$ cat src/verilog/aud_pkg.sv
`default_nettype none

package aud_pkg;

    localparam int AUD_W  = 16;  // sample bits
    localparam int ADDR_W = 20;  // sram word address bits

    typedef logic signed [AUD_W-1:0] sample_t;
    typedef logic [ADDR_W-1:0]       addr_t;

    // fast step, value n moves n+1 words per sample
    typedef logic [2:0] step_t;

    // log2 of slow factor, 0 = slow mode off
    typedef logic [1:0] slow_t;

    // output sample index inside one slow period
    typedef logic [2:0] phase_t;

    typedef enum logic {
        INTERP_HOLD   = 1'b0,
        INTERP_LINEAR = 1'b1
    } interp_t;

    typedef enum logic [1:0] {
        ST_IDLE  = 2'd0,
        ST_PLAY  = 2'd1,
        ST_PAUSE = 2'd2,
        ST_STOP  = 2'd3
    } play_state_t;

endpackage

`default_nettype wire

$ cat src/verilog/play_if.sv
`timescale 1ns/1ps
`default_nettype none

interface play_if import aud_pkg::*; ();

    logic   tick;          // one sample requested
    logic   load;          // track restart
    logic   run;           // state is ST_PLAY
    phase_t phase;         // phase at the tick
    logic   fetch_new;     // tick opens a new source word
    logic   done;          // last sample of the track
    logic   reverse_mode;

    modport ctrl   (output tick, load, run, input done);
    modport agen   (input tick, load, run,
                    output phase, fetch_new, done, reverse_mode);
    modport interp (input tick, load, phase, fetch_new, reverse_mode);

endinterface

`default_nettype wire

$ cat src/verilog/play_ctrl.sv
`timescale 1ns/1ps
`default_nettype none

module play_ctrl import aud_pkg::*; #(
    parameter int SYNC_STAGES = 2
) (
    input  logic i_clk,
    input  logic i_rst_n,
    input  logic i_start,
    input  logic i_pause,
    input  logic i_stop,
    input  logic i_daclrck,
    output logic o_player_en,
    input  logic i_player_ack,
    play_if.ctrl bus
);

    logic [SYNC_STAGES-1:0] sync_r;
    logic                   lrck_d;     // previous synced level
    logic                   fall_r;     // registered falling edge
    logic                   en_r;
    logic                   leave_play;
    play_state_t            state_r;
    play_state_t            state_nxt;

    // daclrck comes from another clock, resync before edge detect
    always_ff @(posedge i_clk or negedge i_rst_n) begin
        if (!i_rst_n) begin
            sync_r <= '0;
            lrck_d <= 1'b0;
            fall_r <= 1'b0;
        end else begin
            sync_r[0] <= i_daclrck;
            for (int i = 1; i < SYNC_STAGES; i++) begin
                sync_r[i] <= sync_r[i-1];
            end
            lrck_d <= sync_r[SYNC_STAGES-1];
            fall_r <= lrck_d & ~sync_r[SYNC_STAGES-1];
        end
    end

    // no new sample while a pause or stop is being taken
    assign bus.tick = fall_r && (state_r == ST_PLAY) && !i_stop && !i_pause;
    assign bus.load = (state_r == ST_IDLE) && i_start;
    assign bus.run  = (state_r == ST_PLAY);

    always_comb begin
        state_nxt = state_r;
        case (state_r)
            ST_IDLE: begin
                if (i_start) begin
                    state_nxt = ST_PLAY;
                end
            end
            ST_PLAY: begin
                if (i_stop) begin
                    state_nxt = ST_STOP;
                end else if (bus.done) begin
                    state_nxt = ST_IDLE;   // track finished
                end else if (i_pause) begin
                    state_nxt = ST_PAUSE;
                end
            end
            ST_PAUSE: begin
                if (i_start) begin
                    state_nxt = ST_PLAY;   // resume at held address
                end else if (i_stop) begin
                    state_nxt = ST_STOP;
                end
            end
            ST_STOP: begin
                state_nxt = ST_IDLE;
            end
            default: begin
                state_nxt = ST_IDLE;
            end
        endcase
    end

    always_ff @(posedge i_clk or negedge i_rst_n) begin
        if (!i_rst_n) begin
            state_r <= ST_IDLE;
        end else begin
            state_r <= state_nxt;
        end
    end

    // the done tick still raises enable for the final sample
    assign leave_play = (state_r == ST_PLAY) && (state_nxt != ST_PLAY);

    always_ff @(posedge i_clk or negedge i_rst_n) begin
        if (!i_rst_n) begin
            en_r <= 1'b0;
        end else if (bus.tick) begin
            en_r <= 1'b1;      // unacked sample just gets overwritten
        end else if (i_player_ack || leave_play) begin
            en_r <= 1'b0;
        end
    end

    assign o_player_en = en_r;

endmodule

`default_nettype wire

$ cat src/verilog/addr_gen.sv
`timescale 1ns/1ps
`default_nettype none

module addr_gen import aud_pkg::*; (
    input  logic    i_clk,
    input  logic    i_rst_n,
    input  step_t   i_step,
    input  slow_t   i_slow,
    input  interp_t i_interp,
    input  logic    i_reverse,
    input  addr_t   i_last_addr,
    output addr_t   o_sram_addr,
    play_if.agen    bus
);

    addr_t         addr_r;
    addr_t         addr_nxt;
    phase_t        phase_r;
    phase_t        phase_nxt;
    phase_t        last_ph;
    step_t         step_r;
    slow_t         slow_r;
    interp_t       interp_r;
    logic          rev_r;
    logic          slow_on;
    logic          phase_last;
    logic          step_now;     // slow mode moves the address on this tick
    logic          at_end;
    logic [ADDR_W:0] adv;
    logic [ADDR_W:0] fwd_sum;    // one extra bit, no wrap at the top
    logic          past_end;

    assign slow_on    = (slow_r != 2'd0);
    assign last_ph    = phase_t'((4'd1 << slow_r) - 4'd1);
    assign phase_last = (phase_r == last_ph);

    // hold moves on the last phase, linear on phase 0
    assign step_now = (interp_r == INTERP_LINEAR) ? (phase_r == '0) : phase_last;

    assign adv      = slow_on ? (ADDR_W+1)'(1) : (ADDR_W+1)'(step_r) + (ADDR_W+1)'(1);
    assign fwd_sum  = {1'b0, addr_r} + adv;
    assign past_end = (fwd_sum > {1'b0, i_last_addr});

    always_comb begin
        addr_nxt  = addr_r;
        phase_nxt = '0;
        at_end    = 1'b0;
        if (rev_r) begin
            if (addr_r == '0) begin
                at_end = 1'b1;   // address 0 is the last reverse sample
            end else begin
                addr_nxt = addr_r - addr_t'(1);
            end
        end else if (slow_on) begin
            phase_nxt = phase_last ? '0 : phase_r + phase_t'(1);
            if (step_now) begin
                if (past_end) begin
                    at_end = 1'b1;
                end else begin
                    addr_nxt = fwd_sum[ADDR_W-1:0];
                end
            end
        end else begin
            if (past_end) begin
                at_end = 1'b1;   // address holds
            end else begin
                addr_nxt = fwd_sum[ADDR_W-1:0];
            end
        end
    end

    always_ff @(posedge i_clk or negedge i_rst_n) begin
        if (!i_rst_n) begin
            addr_r   <= '0;
            phase_r  <= '0;
            step_r   <= '0;
            slow_r   <= '0;
            interp_r <= INTERP_HOLD;
            rev_r    <= 1'b0;
        end else if (bus.load) begin
            addr_r   <= i_reverse ? i_last_addr : '0;
            phase_r  <= '0;
            step_r   <= i_step;
            slow_r   <= i_slow;
            interp_r <= i_interp;
            rev_r    <= i_reverse;
        end else if (bus.tick) begin
            addr_r   <= addr_nxt;
            phase_r  <= phase_nxt;
            step_r   <= i_step;
            slow_r   <= i_slow;
            interp_r <= i_interp;
            rev_r    <= i_reverse;
        end
    end

    assign o_sram_addr      = addr_r;
    assign bus.phase        = phase_r;
    assign bus.fetch_new    = rev_r || !slow_on || (phase_r == '0);
    assign bus.done         = bus.tick && at_end;
    assign bus.reverse_mode = bus.run && rev_r;

endmodule

`default_nettype wire

$ cat src/verilog/interp.sv
`timescale 1ns/1ps
`default_nettype none

module interp import aud_pkg::*; (
    input  logic    i_clk,
    input  logic    i_rst_n,
    input  sample_t i_sram_data,
    input  interp_t i_interp,
    input  slow_t   i_slow,
    output sample_t o_dac_data,
    play_if.interp  bus
);

    sample_t               dac_r;
    sample_t               old_r;      // word at the start of the slow period
    logic                  lin;
    logic signed [4:0]     w_full;     // 2^slow
    logic signed [4:0]     w_new;
    logic signed [4:0]     w_old;
    logic signed [AUD_W+4:0] mix_sum;
    logic signed [AUD_W+4:0] mix_shr;
    sample_t               dac_nxt;

    // weighted average only between fetches
    assign lin = (i_interp == INTERP_LINEAR) && (i_slow != 2'd0) &&
                 !bus.reverse_mode && !bus.fetch_new;

    assign w_full = 5'sd1 << i_slow;
    assign w_new  = $signed({2'b00, bus.phase});
    assign w_old  = w_full - w_new;

    // old*(2^s-k) + new*k arithmetically shifted by s
    assign mix_sum = old_r * w_old + i_sram_data * w_new;
    assign mix_shr = mix_sum >>> i_slow;

    always_comb begin
        if (lin) begin
            dac_nxt = mix_shr[AUD_W-1:0];   // average never leaves range
        end else begin
            dac_nxt = i_sram_data;
        end
    end

    always_ff @(posedge i_clk or negedge i_rst_n) begin
        if (!i_rst_n) begin
            dac_r <= '0;
        end else if (bus.tick) begin
            dac_r <= dac_nxt;
        end
    end

    always_ff @(posedge i_clk or negedge i_rst_n) begin
        if (!i_rst_n) begin
            old_r <= '0;
        end else if (bus.load) begin
            old_r <= '0;
        end else if (bus.tick && bus.fetch_new) begin
            old_r <= i_sram_data;
        end
    end

    assign o_dac_data = dac_r;

endmodule

`default_nettype wire

$ cat src/verilog/aud_dsp_top.sv
`timescale 1ns/1ps
`default_nettype none

module aud_dsp_top import aud_pkg::*; #(
    parameter int SYNC_STAGES = 2
) (
    input  logic    i_clk,
    input  logic    i_rst_n,
    input  logic    i_start,
    input  logic    i_pause,
    input  logic    i_stop,
    input  logic    i_daclrck,
    input  step_t   i_step,
    input  slow_t   i_slow,
    input  interp_t i_interp,
    input  logic    i_reverse,
    input  addr_t   i_last_addr,
    input  sample_t i_sram_data,
    input  logic    i_player_ack,
    output sample_t o_dac_data,
    output addr_t   o_sram_addr,
    output logic    o_player_en
);

    play_if u_bus ();

    // lrclk edge, fsm, player handshake
    play_ctrl #(
        .SYNC_STAGES (SYNC_STAGES)
    ) u_ctrl (
        .i_clk        (i_clk),
        .i_rst_n      (i_rst_n),
        .i_start      (i_start),
        .i_pause      (i_pause),
        .i_stop       (i_stop),
        .i_daclrck    (i_daclrck),
        .o_player_en  (o_player_en),
        .i_player_ack (i_player_ack),
        .bus          (u_bus.ctrl)
    );

    addr_gen u_agen (
        .i_clk       (i_clk),
        .i_rst_n     (i_rst_n),
        .i_step      (i_step),
        .i_slow      (i_slow),
        .i_interp    (i_interp),
        .i_reverse   (i_reverse),
        .i_last_addr (i_last_addr),
        .o_sram_addr (o_sram_addr),
        .bus         (u_bus.agen)
    );

    // sram data is combinational for the current address
    interp u_interp (
        .i_clk       (i_clk),
        .i_rst_n     (i_rst_n),
        .i_sram_data (i_sram_data),
        .i_interp    (i_interp),
        .i_slow      (i_slow),
        .o_dac_data  (o_dac_data),
        .bus         (u_bus.interp)
    );

endmodule

`default_nettype wire

$ cat config.mk
export PLATFORM = sky130hd
export DESIGN_NAME = aud_dsp_top
export DESIGN_NICKNAME = d
export VERILOG_FILES = /design/src/verilog/aud_pkg.sv /design/src/verilog/play_if.sv /design/src/verilog/play_ctrl.sv /design/src/verilog/addr_gen.sv /design/src/verilog/interp.sv /design/src/verilog/aud_dsp_top.sv
export SDC_FILE = /design/constraint.sdc
export NUM_CORES = 1
export LEC_CHECK = 0
export ABC_AREA = 1
export ABC_CLOCK_PERIOD_IN_PS = 5800
export BUFFER_PORTS_ARGS = -buffer_cell sky130_fd_sc_hd__buf_4
export CORE_MARGIN = 1.5
export CORE_UTILIZATION = 55
export CTS_BUF_LIST = sky130_fd_sc_hd__clkbuf_8
export DETAILED_ROUTE_END_ITERATION = 8
export GPL_ROUTABILITY_DRIVEN = 0
export PLACE_DENSITY = 0.77
export SLEW_MARGIN = 20
export SYNTH_ARGS = -nofsm -noshare
export SYNTH_HDL_FRONTEND = slang
export SYNTH_HIERARCHICAL = 1
export SYNTH_SLANG_ARGS = --single-unit
$ cat constraint.sdc
create_clock -name i_clk -period 5.8 [get_ports i_clk]
set_input_delay 0.58 -clock i_clk [delete_from_list [all_inputs] [get_ports i_clk]]
set_output_delay 0.58 -clock i_clk [all_outputs]
set_load 0.005 [all_outputs]
; Word-level counts from Yosys, hierarchy flattened
; Index checks and enable logic that the tools add are counted.
[classes]
add_sub_neg = 7
div = 0
n_bitwise = 2
n_shift = 3
eq_ne = 7
magnitude_cmp = 1
muxes = 40
multipliers = 2
n_reduce_logical = 28
[ops]
columns = op, count
row1 = two-way mux 20 bit, 8
row2 = two-way mux 16 bit, 3
row3 = adder 20 x 21 -> 21 bit, 1
row4 = adder 21 bit, 1
row5 = greater-than comparator 21 x 20 -> 1 bit, 1
row6 = multiplier 16 x 5 -> 21 bit, 1
row7 = two-way mux 21 bit, 1
row8 = two-way mux 3 bit, 7
row9 = >>> shifter 21 x 2 -> 16 bit, 1
row10 = logical NOT 20 bit, 1
row11 = multiplier 16 x 4 -> 20 bit, 1
row12 = "subtractor 20 x 1 -> 20 bit, second input constant", 1
row13 = two-way mux 2 bit, 8
row14 = two-way mux 1 bit, 12
row15 = logical AND 1 bit, 11
row16 = nonzero test 2 bit, 5
row17 = one-hot mux 2 bit (4 select lines), 1
row18 = logical NOT 1 bit, 5
row19 = "left shift 1 x 2 -> 5 bit, first input constant", 1
row20 = subtractor 5 x 4 -> 5 bit, 1
row21 = "adder 3 x 1 -> 4 bit, second input constant", 1
row22 = "== test 2 bit, second input constant", 2
row23 = "inequality test 4 x 2 -> 1 bit, second input constant", 1
row24 = "adder 3 x 1 -> 3 bit, second input constant", 1
row25 = other kinds (12), 14
[word_totals]
in_bits = 50
latch_bits = 0
mem_bits_ro = 0
n_memories = 0
ff_bits = 69
ram_bits = 0

; Longest topological paths before layout
[logic_depth]
ltp_word = 17
depth_mapped = 36
depth_no_buf = 35

; Modules after synthesis
; The synthesis kept the hierarchy.
[modules_own_cells]
columns = module, area_per_inst_um2, seq_area_each_um2, cells_each, n_inst
row1 = interp, 6204.7, 800.8, 832, 1
row2 = addr_gen, 3488.3, 750.7, 589, 1
row3 = play_ctrl, 321.6, 175.2, 40, 1

; Least setup slack after synthesis
; No wires, ideal clock.
[synth_path]
path_type = register to register
start = reg u_agen.phase_r[1], in the netlist u_agen/bus.phase[1]
end = reg u_interp.dac_r[11], in the netlist u_interp/o_dac_data[11]
path_stages_with_launch = 28
path_slack_ns = -0.578
n_path_buf = 3
setup_time_ns = 0.122
arrival_ns = 6.256
period_less_slack_ns = 6.378
cell_sequence = dfrtp_1 -> clkbuf_1 -> clkbuf_1 -> inv_1 -> fa_1 -> nand2_1 -> inv_1 -> nor2_1 -> clkbuf_1 -> nand2_1 -> fa_1 -> inv_1 -> fa_1 -> fa_1 -> inv_1 -> fa_1 -> fa_1 -> inv_1 -> fa_1 -> nand3_1 -> nand2_1 -> nand2_1 -> nand3_1 -> or2_2 -> nand3_1 -> nand3_1 -> nand3_1 -> a21oi_1
[synth_via]
elab_chain_len = 5
elab_cells_between_ends = 10
[synth_lines]
columns = item, line
row1 = from (decl), addr_gen.sv:18  ; phase_t phase_r;
row2 = from (signal assigned), addr_gen.sv:89  ; phase_r <= phase_nxt;
row3 = subtractor 5 x 4 -> 5 bit or logical NOT 3 bit (tied branches), "interp.sv:30, addr_gen.sv:99"
row4 = multiplier 16 x 5 -> 21 bit or logical OR 1 bit (tied branches), "interp.sv:33, addr_gen.sv:99"
row5 = adder 21 bit or logical NOT 1 bit (tied branches), "interp.sv:33, interp.sv:26"
row6 = >>> shifter 21 x 2 -> 16 bit or logical AND 1 bit (tied branches), "interp.sv:34, interp.sv:26"
row7 = two-way mux 16 bit (*), interp.sv:37  ; if (lin) begin
row8 = to (signal assigned), interp.sv:48  ; dac_r <= dac_nxt;
row9 = to (decl), interp.sv:14  ; sample_t dac_r;
; Every way passes the cells marked *; elsewhere a longest branch is shown, timed or not.
; A chain may end at the register's enable or synchronous reset.

; Final worst setup path
[layout_path]
start = in i_slow[0]
end = reg u_interp.dac_r[15], in the netlist u_interp/o_dac_data[15]
[layout_via]
elab_chain_len = 6
elab_cells_between_ends = 10
[layout_lines]
columns = item, line
row1 = from (decl), aud_dsp_top.sv:14  ; input slow_t i_slow,
row2 = left shift 1 x 2 -> 5 bit, interp.sv:28  ; assign w_full = 5'sd1 << i_slow;
row3 = subtractor 5 x 4 -> 5 bit, interp.sv:30  ; assign w_old = w_full - w_new;
row4 = multiplier 16 x 5 -> 21 bit, interp.sv:33  ; assign mix_sum = old_r * w_old + i_sram_data * w_new;
row5 = adder 21 bit, interp.sv:33
row6 = >>> shifter 21 x 2 -> 16 bit, interp.sv:34  ; assign mix_shr = mix_sum >>> i_slow;
row7 = two-way mux 16 bit (*), interp.sv:37
; Marked as above.

==> results.sh <==
export IMPL_cp_endpoint="u_interp/o_dac_data[15]"
export IMPL_hp_class="in2reg"
export IMPL_fmax_mhz=175
export IMPL_clockBufferDepth=2
export IMPL_num_rows=49
export IMPL_netlist_instances=1461
export IMPL_crit_required_ns=6.07
export IMPL_synthesis_area_sq_mm=0.0100
export IMPL_clk_pin_slew_ns=0.08
export IMPL_grt_max_degree=64
export IMPL_ys_top_cells_by_count="nand2_1, inv_1, nand3_1"
export IMPL_synthTopCellsByArea="fa_1, dfrtp_1, nand2_1"
export IMPL_fp_dieW_um=138
export IMPL_nNetsFinal=1808
export IMPL_routed_wl_um=30200
export IMPL_synth_most_common_cell="nand2_1"
export IMPL_syn2layout_area_growth_pct=18.8
export IMPL_synth_largest_area_cell="fa_1"
export IMPL_crit_path_start="i_slow[0]"
export IMPL_maxCapViolCount=0
export IMPL_place_hpwl_um=22200
export IMPL_ys_ff_latch=69
export IMPL_yosysUniqueCellTypes=43
export IMPL_final_cells=1811
export IMPL_dr_pass1_iters=6
export IMPL_cts_buffers=9
export IMPL_clock_skew_ns=0.0151
export IMPL_r2r_end="u_interp/o_dac_data[15]"
export IMPL_fin_crit_sh_pct=98.7
export IMPL_drive_above_1_share_pct=16.7
export IMPL_drv_slew=0
export IMPL_synthFlopType="dfrtp_1"
export IMPL_start_util_pct=55.9
export IMPL_ys_async_sr_fraction_pct=100
export IMPL_clock_root_buffer="clkbuf_8"
export IMPL_dp_cells=1791
export IMPL_finalHoldViolCount=0
export IMPL_viasPerCell=5.53
export IMPL_start_kind="input port"
export IMPL_worstSetupPathType="in2reg"
export IMPL_wire_per_inst_um=16.7
export IMPL_final_antenna_net_count=0
export IMPL_ir_worst_vdd_mv=0.569
export IMPL_critPathSlowestCell="fa_1"
export IMPL_placed_area_sq_mm=0.0112
export IMPL_clk_latency_ns=0.38
export IMPL_slew_headroom_pct=29.2
export IMPL_reg2reg_slack_ns=0.14
export IMPL_tritoncts="yes"
export IMPL_critical_path_max_fanout=7
export IMPL_timing_final_crit_period_ns=5.72
export IMPL_grt_pass1_vias=9805
export IMPL_htreeDepth=3
export IMPL_die_y_um=138
export IMPL_synth_top_area_share_pct=18.8
export IMPL_io_buffers=86
export IMPL_drtIter0Drc=818
export IMPL_rr_startpoint="u_agen/bus.phase[0]"
export IMPL_fillers=1565
export IMPL_rsz0062_at_grt="yes"
export IMPL_grt_total_usage_pct=32.3
export IMPL_die_area_sq_mm=0.0190
export IMPL_diodes=0
export IMPL_vias=10020
export IMPL_grt_overflow=0
export IMPL_drc=0
export IMPL_core_area_sq_mm=0.0179
export IMPL_end_kind="register"
export IMPL_synth_area_per_cell_sq_um=6.85
export IMPL_path_common_cell="nand2_1"
export IMPL_synth_edf_count=0
export IMPL_reg2reg_depth=27
export IMPL_slowest_delay_ns=0.62
export IMPL_grt_pass1_wl_um=47600
export IMPL_yosys_warnings=6
export IMPL_io_pins=87
export IMPL_design_area_sq_mm=0.0119
export IMPL_syn_nets=1692
export IMPL_setup_viol=0
export IMPL_yosysSeqAreaShare_pct=17.2
export IMPL_antenna_found_initial=0
export IMPL_clock_sink_count=69
export IMPL_powerDensity_mw_per_mm2=522
export IMPL_worst_pin_slew_ns=1.06
export IMPL_p_leak_nw=6.78
export IMPL_p_total_mw=6.21
export IMPL_arrival_ns=6.00
export IMPL_status="complete, no violations"
==> how the worst min path moves through the flow <==
stage | slack (ns) | cells after the start | start | to
6_report | 0.31 | 1 | i_daclrck | u_ctrl/sync_r[0]
5_1_grt | 0.29 | 1 | i_daclrck | u_ctrl/sync_r[0]
4_1_cts | 0.29 | 1 | i_daclrck | u_ctrl/sync_r[0]
3_5_place_dp | 0.35 | 0 | u_ctrl/sync_r[0] | u_ctrl/sync_r[1]
3_3_place_gp | 0.33 | 0 | u_ctrl/sync_r[0] | u_ctrl/sync_r[1]
2_1_floorplan | 0.28 | 0 | i_rst_n | u_agen/bus.phase[0]
==> cell usage in the layout (no fill, tap or decap), types with 3 or more instances in the layout <==
master	netlist	layout
xor2_1	19	18
inv_1	278	275
nand4_1	20	20
inv_2	2	6
nor2_1	106	98
nor2_4	3	5
nand3b_1	5	5
nor3_1	5	5
fa_1	94	89
dfrtp_1	69	69
nor2_2	3	9
o21ai_0	61	57
o22ai_1	7	7
fa_2	0	5
nand3_1	132	128
a21oi_2	0	9
buf_4	4	147
a21oi_1	56	45
ha_4	0	20
clkbuf_8	0	12
nand2_1	419	412
clkinv_2	0	3
nand3_2	2	5
nand2_2	13	18
ha_1	87	65
buf_6	5	4
o211ai_1	3	3
==> sequential cells by signal, indices dropped and copies added (netlist names) <==
register             flops
u_agen/o_sram_addr      20
u_interp/o_dac_data     16
u_interp/old_r          16
u_agen/bus.phase         3
u_agen/step_r            3
u_agen/slow_r            2
u_ctrl/state_r           2
u_ctrl/sync_r            2
u_agen/interp_r          1
u_agen/rev_r             1
u_ctrl/fall_r            1
u_ctrl/lrck_d            1
u_ctrl/o_player_en       1
==> where the power goes <==
part / total [mW] / internal (mW) / switching (mW)
Combinational: 4.83 / 2.12 / 2.71
Clock: 0.447 / 0.232 / 0.215
Sequential: 0.939 / 0.669 / 0.270
==> timing repair <==
action	CTS	global route
hold buffers	1	0
endpoints found under the setup margin	0	13
setup buffers	0	3
resized for setup	0	76
hold endpoints to repair	6	0
==> metrics by stage <==
step | hold WS (ns) | setup slack [ns] | utilization (%) | setup TNS [ns]
finish | 0.307 | 0.0773 | 66.5 | 0
global route | 0.294 | -0.214 | 66.5 | -1.54
detailed placement | 0.346 | -0.379 | 62.7 | -2.88
global placement | 0.332 | -0.297 | 62.7 | -2.27
floorplan | 0.284 | 0.000640 | - | 0
CTS | 0.292 | 0.0192 | 64.0 | 0
==> critical path: cells and delay by family <==
| family | cells | cell delay, ns |
|---|---|---|
| AOI/OAI and AO/OA | 2 | 0.21 |
| adders and majority gates | 8 | 3.30 |
| buffers and inverters | 6 | 0.51 |
| and+or+nand+nor | 14 | 1.39 |
==> kinds of logic after synthesis <==
logic type                 share of synthesized area, %
AOI/OAI and AO/OA                                  7.31
xor gates and xnor gates                           2.01
adders and majority gates                          29.7
buffers and inverters                              13.1
DFF                                                17.2
muxes                                             0.200
and+or+nand+nor                                    30.5
==> per-layer routing <==
layer	GRT usage (%)	wire length, um	up-vias
li1	-	-	4744
met1	38.2	11900	4760
met2	56.1	14800	419
met3	5.19	2050	97
met4	17.6	1450	0
met5	0	0	-
==> area by class of cell <==
| type | instances | area [sq um] | area share, % |
|---|---|---|---|
| clock buffer | 12 | 165 | 1.39 |
| tap | 229 | 287 | 2.41 |
| inverter | 283 | 1070 | 8.97 |
| sequential | 69 | 1730 | 14.5 |
| clock inverter | 4 | 46.3 | 0.389 |
| timing repair buffer | 153 | 1180 | 9.91 |
| multi-input combinational | 1061 | 7430 | 62.4 |
No activity file was read; power rests on OpenSTA's default activity.
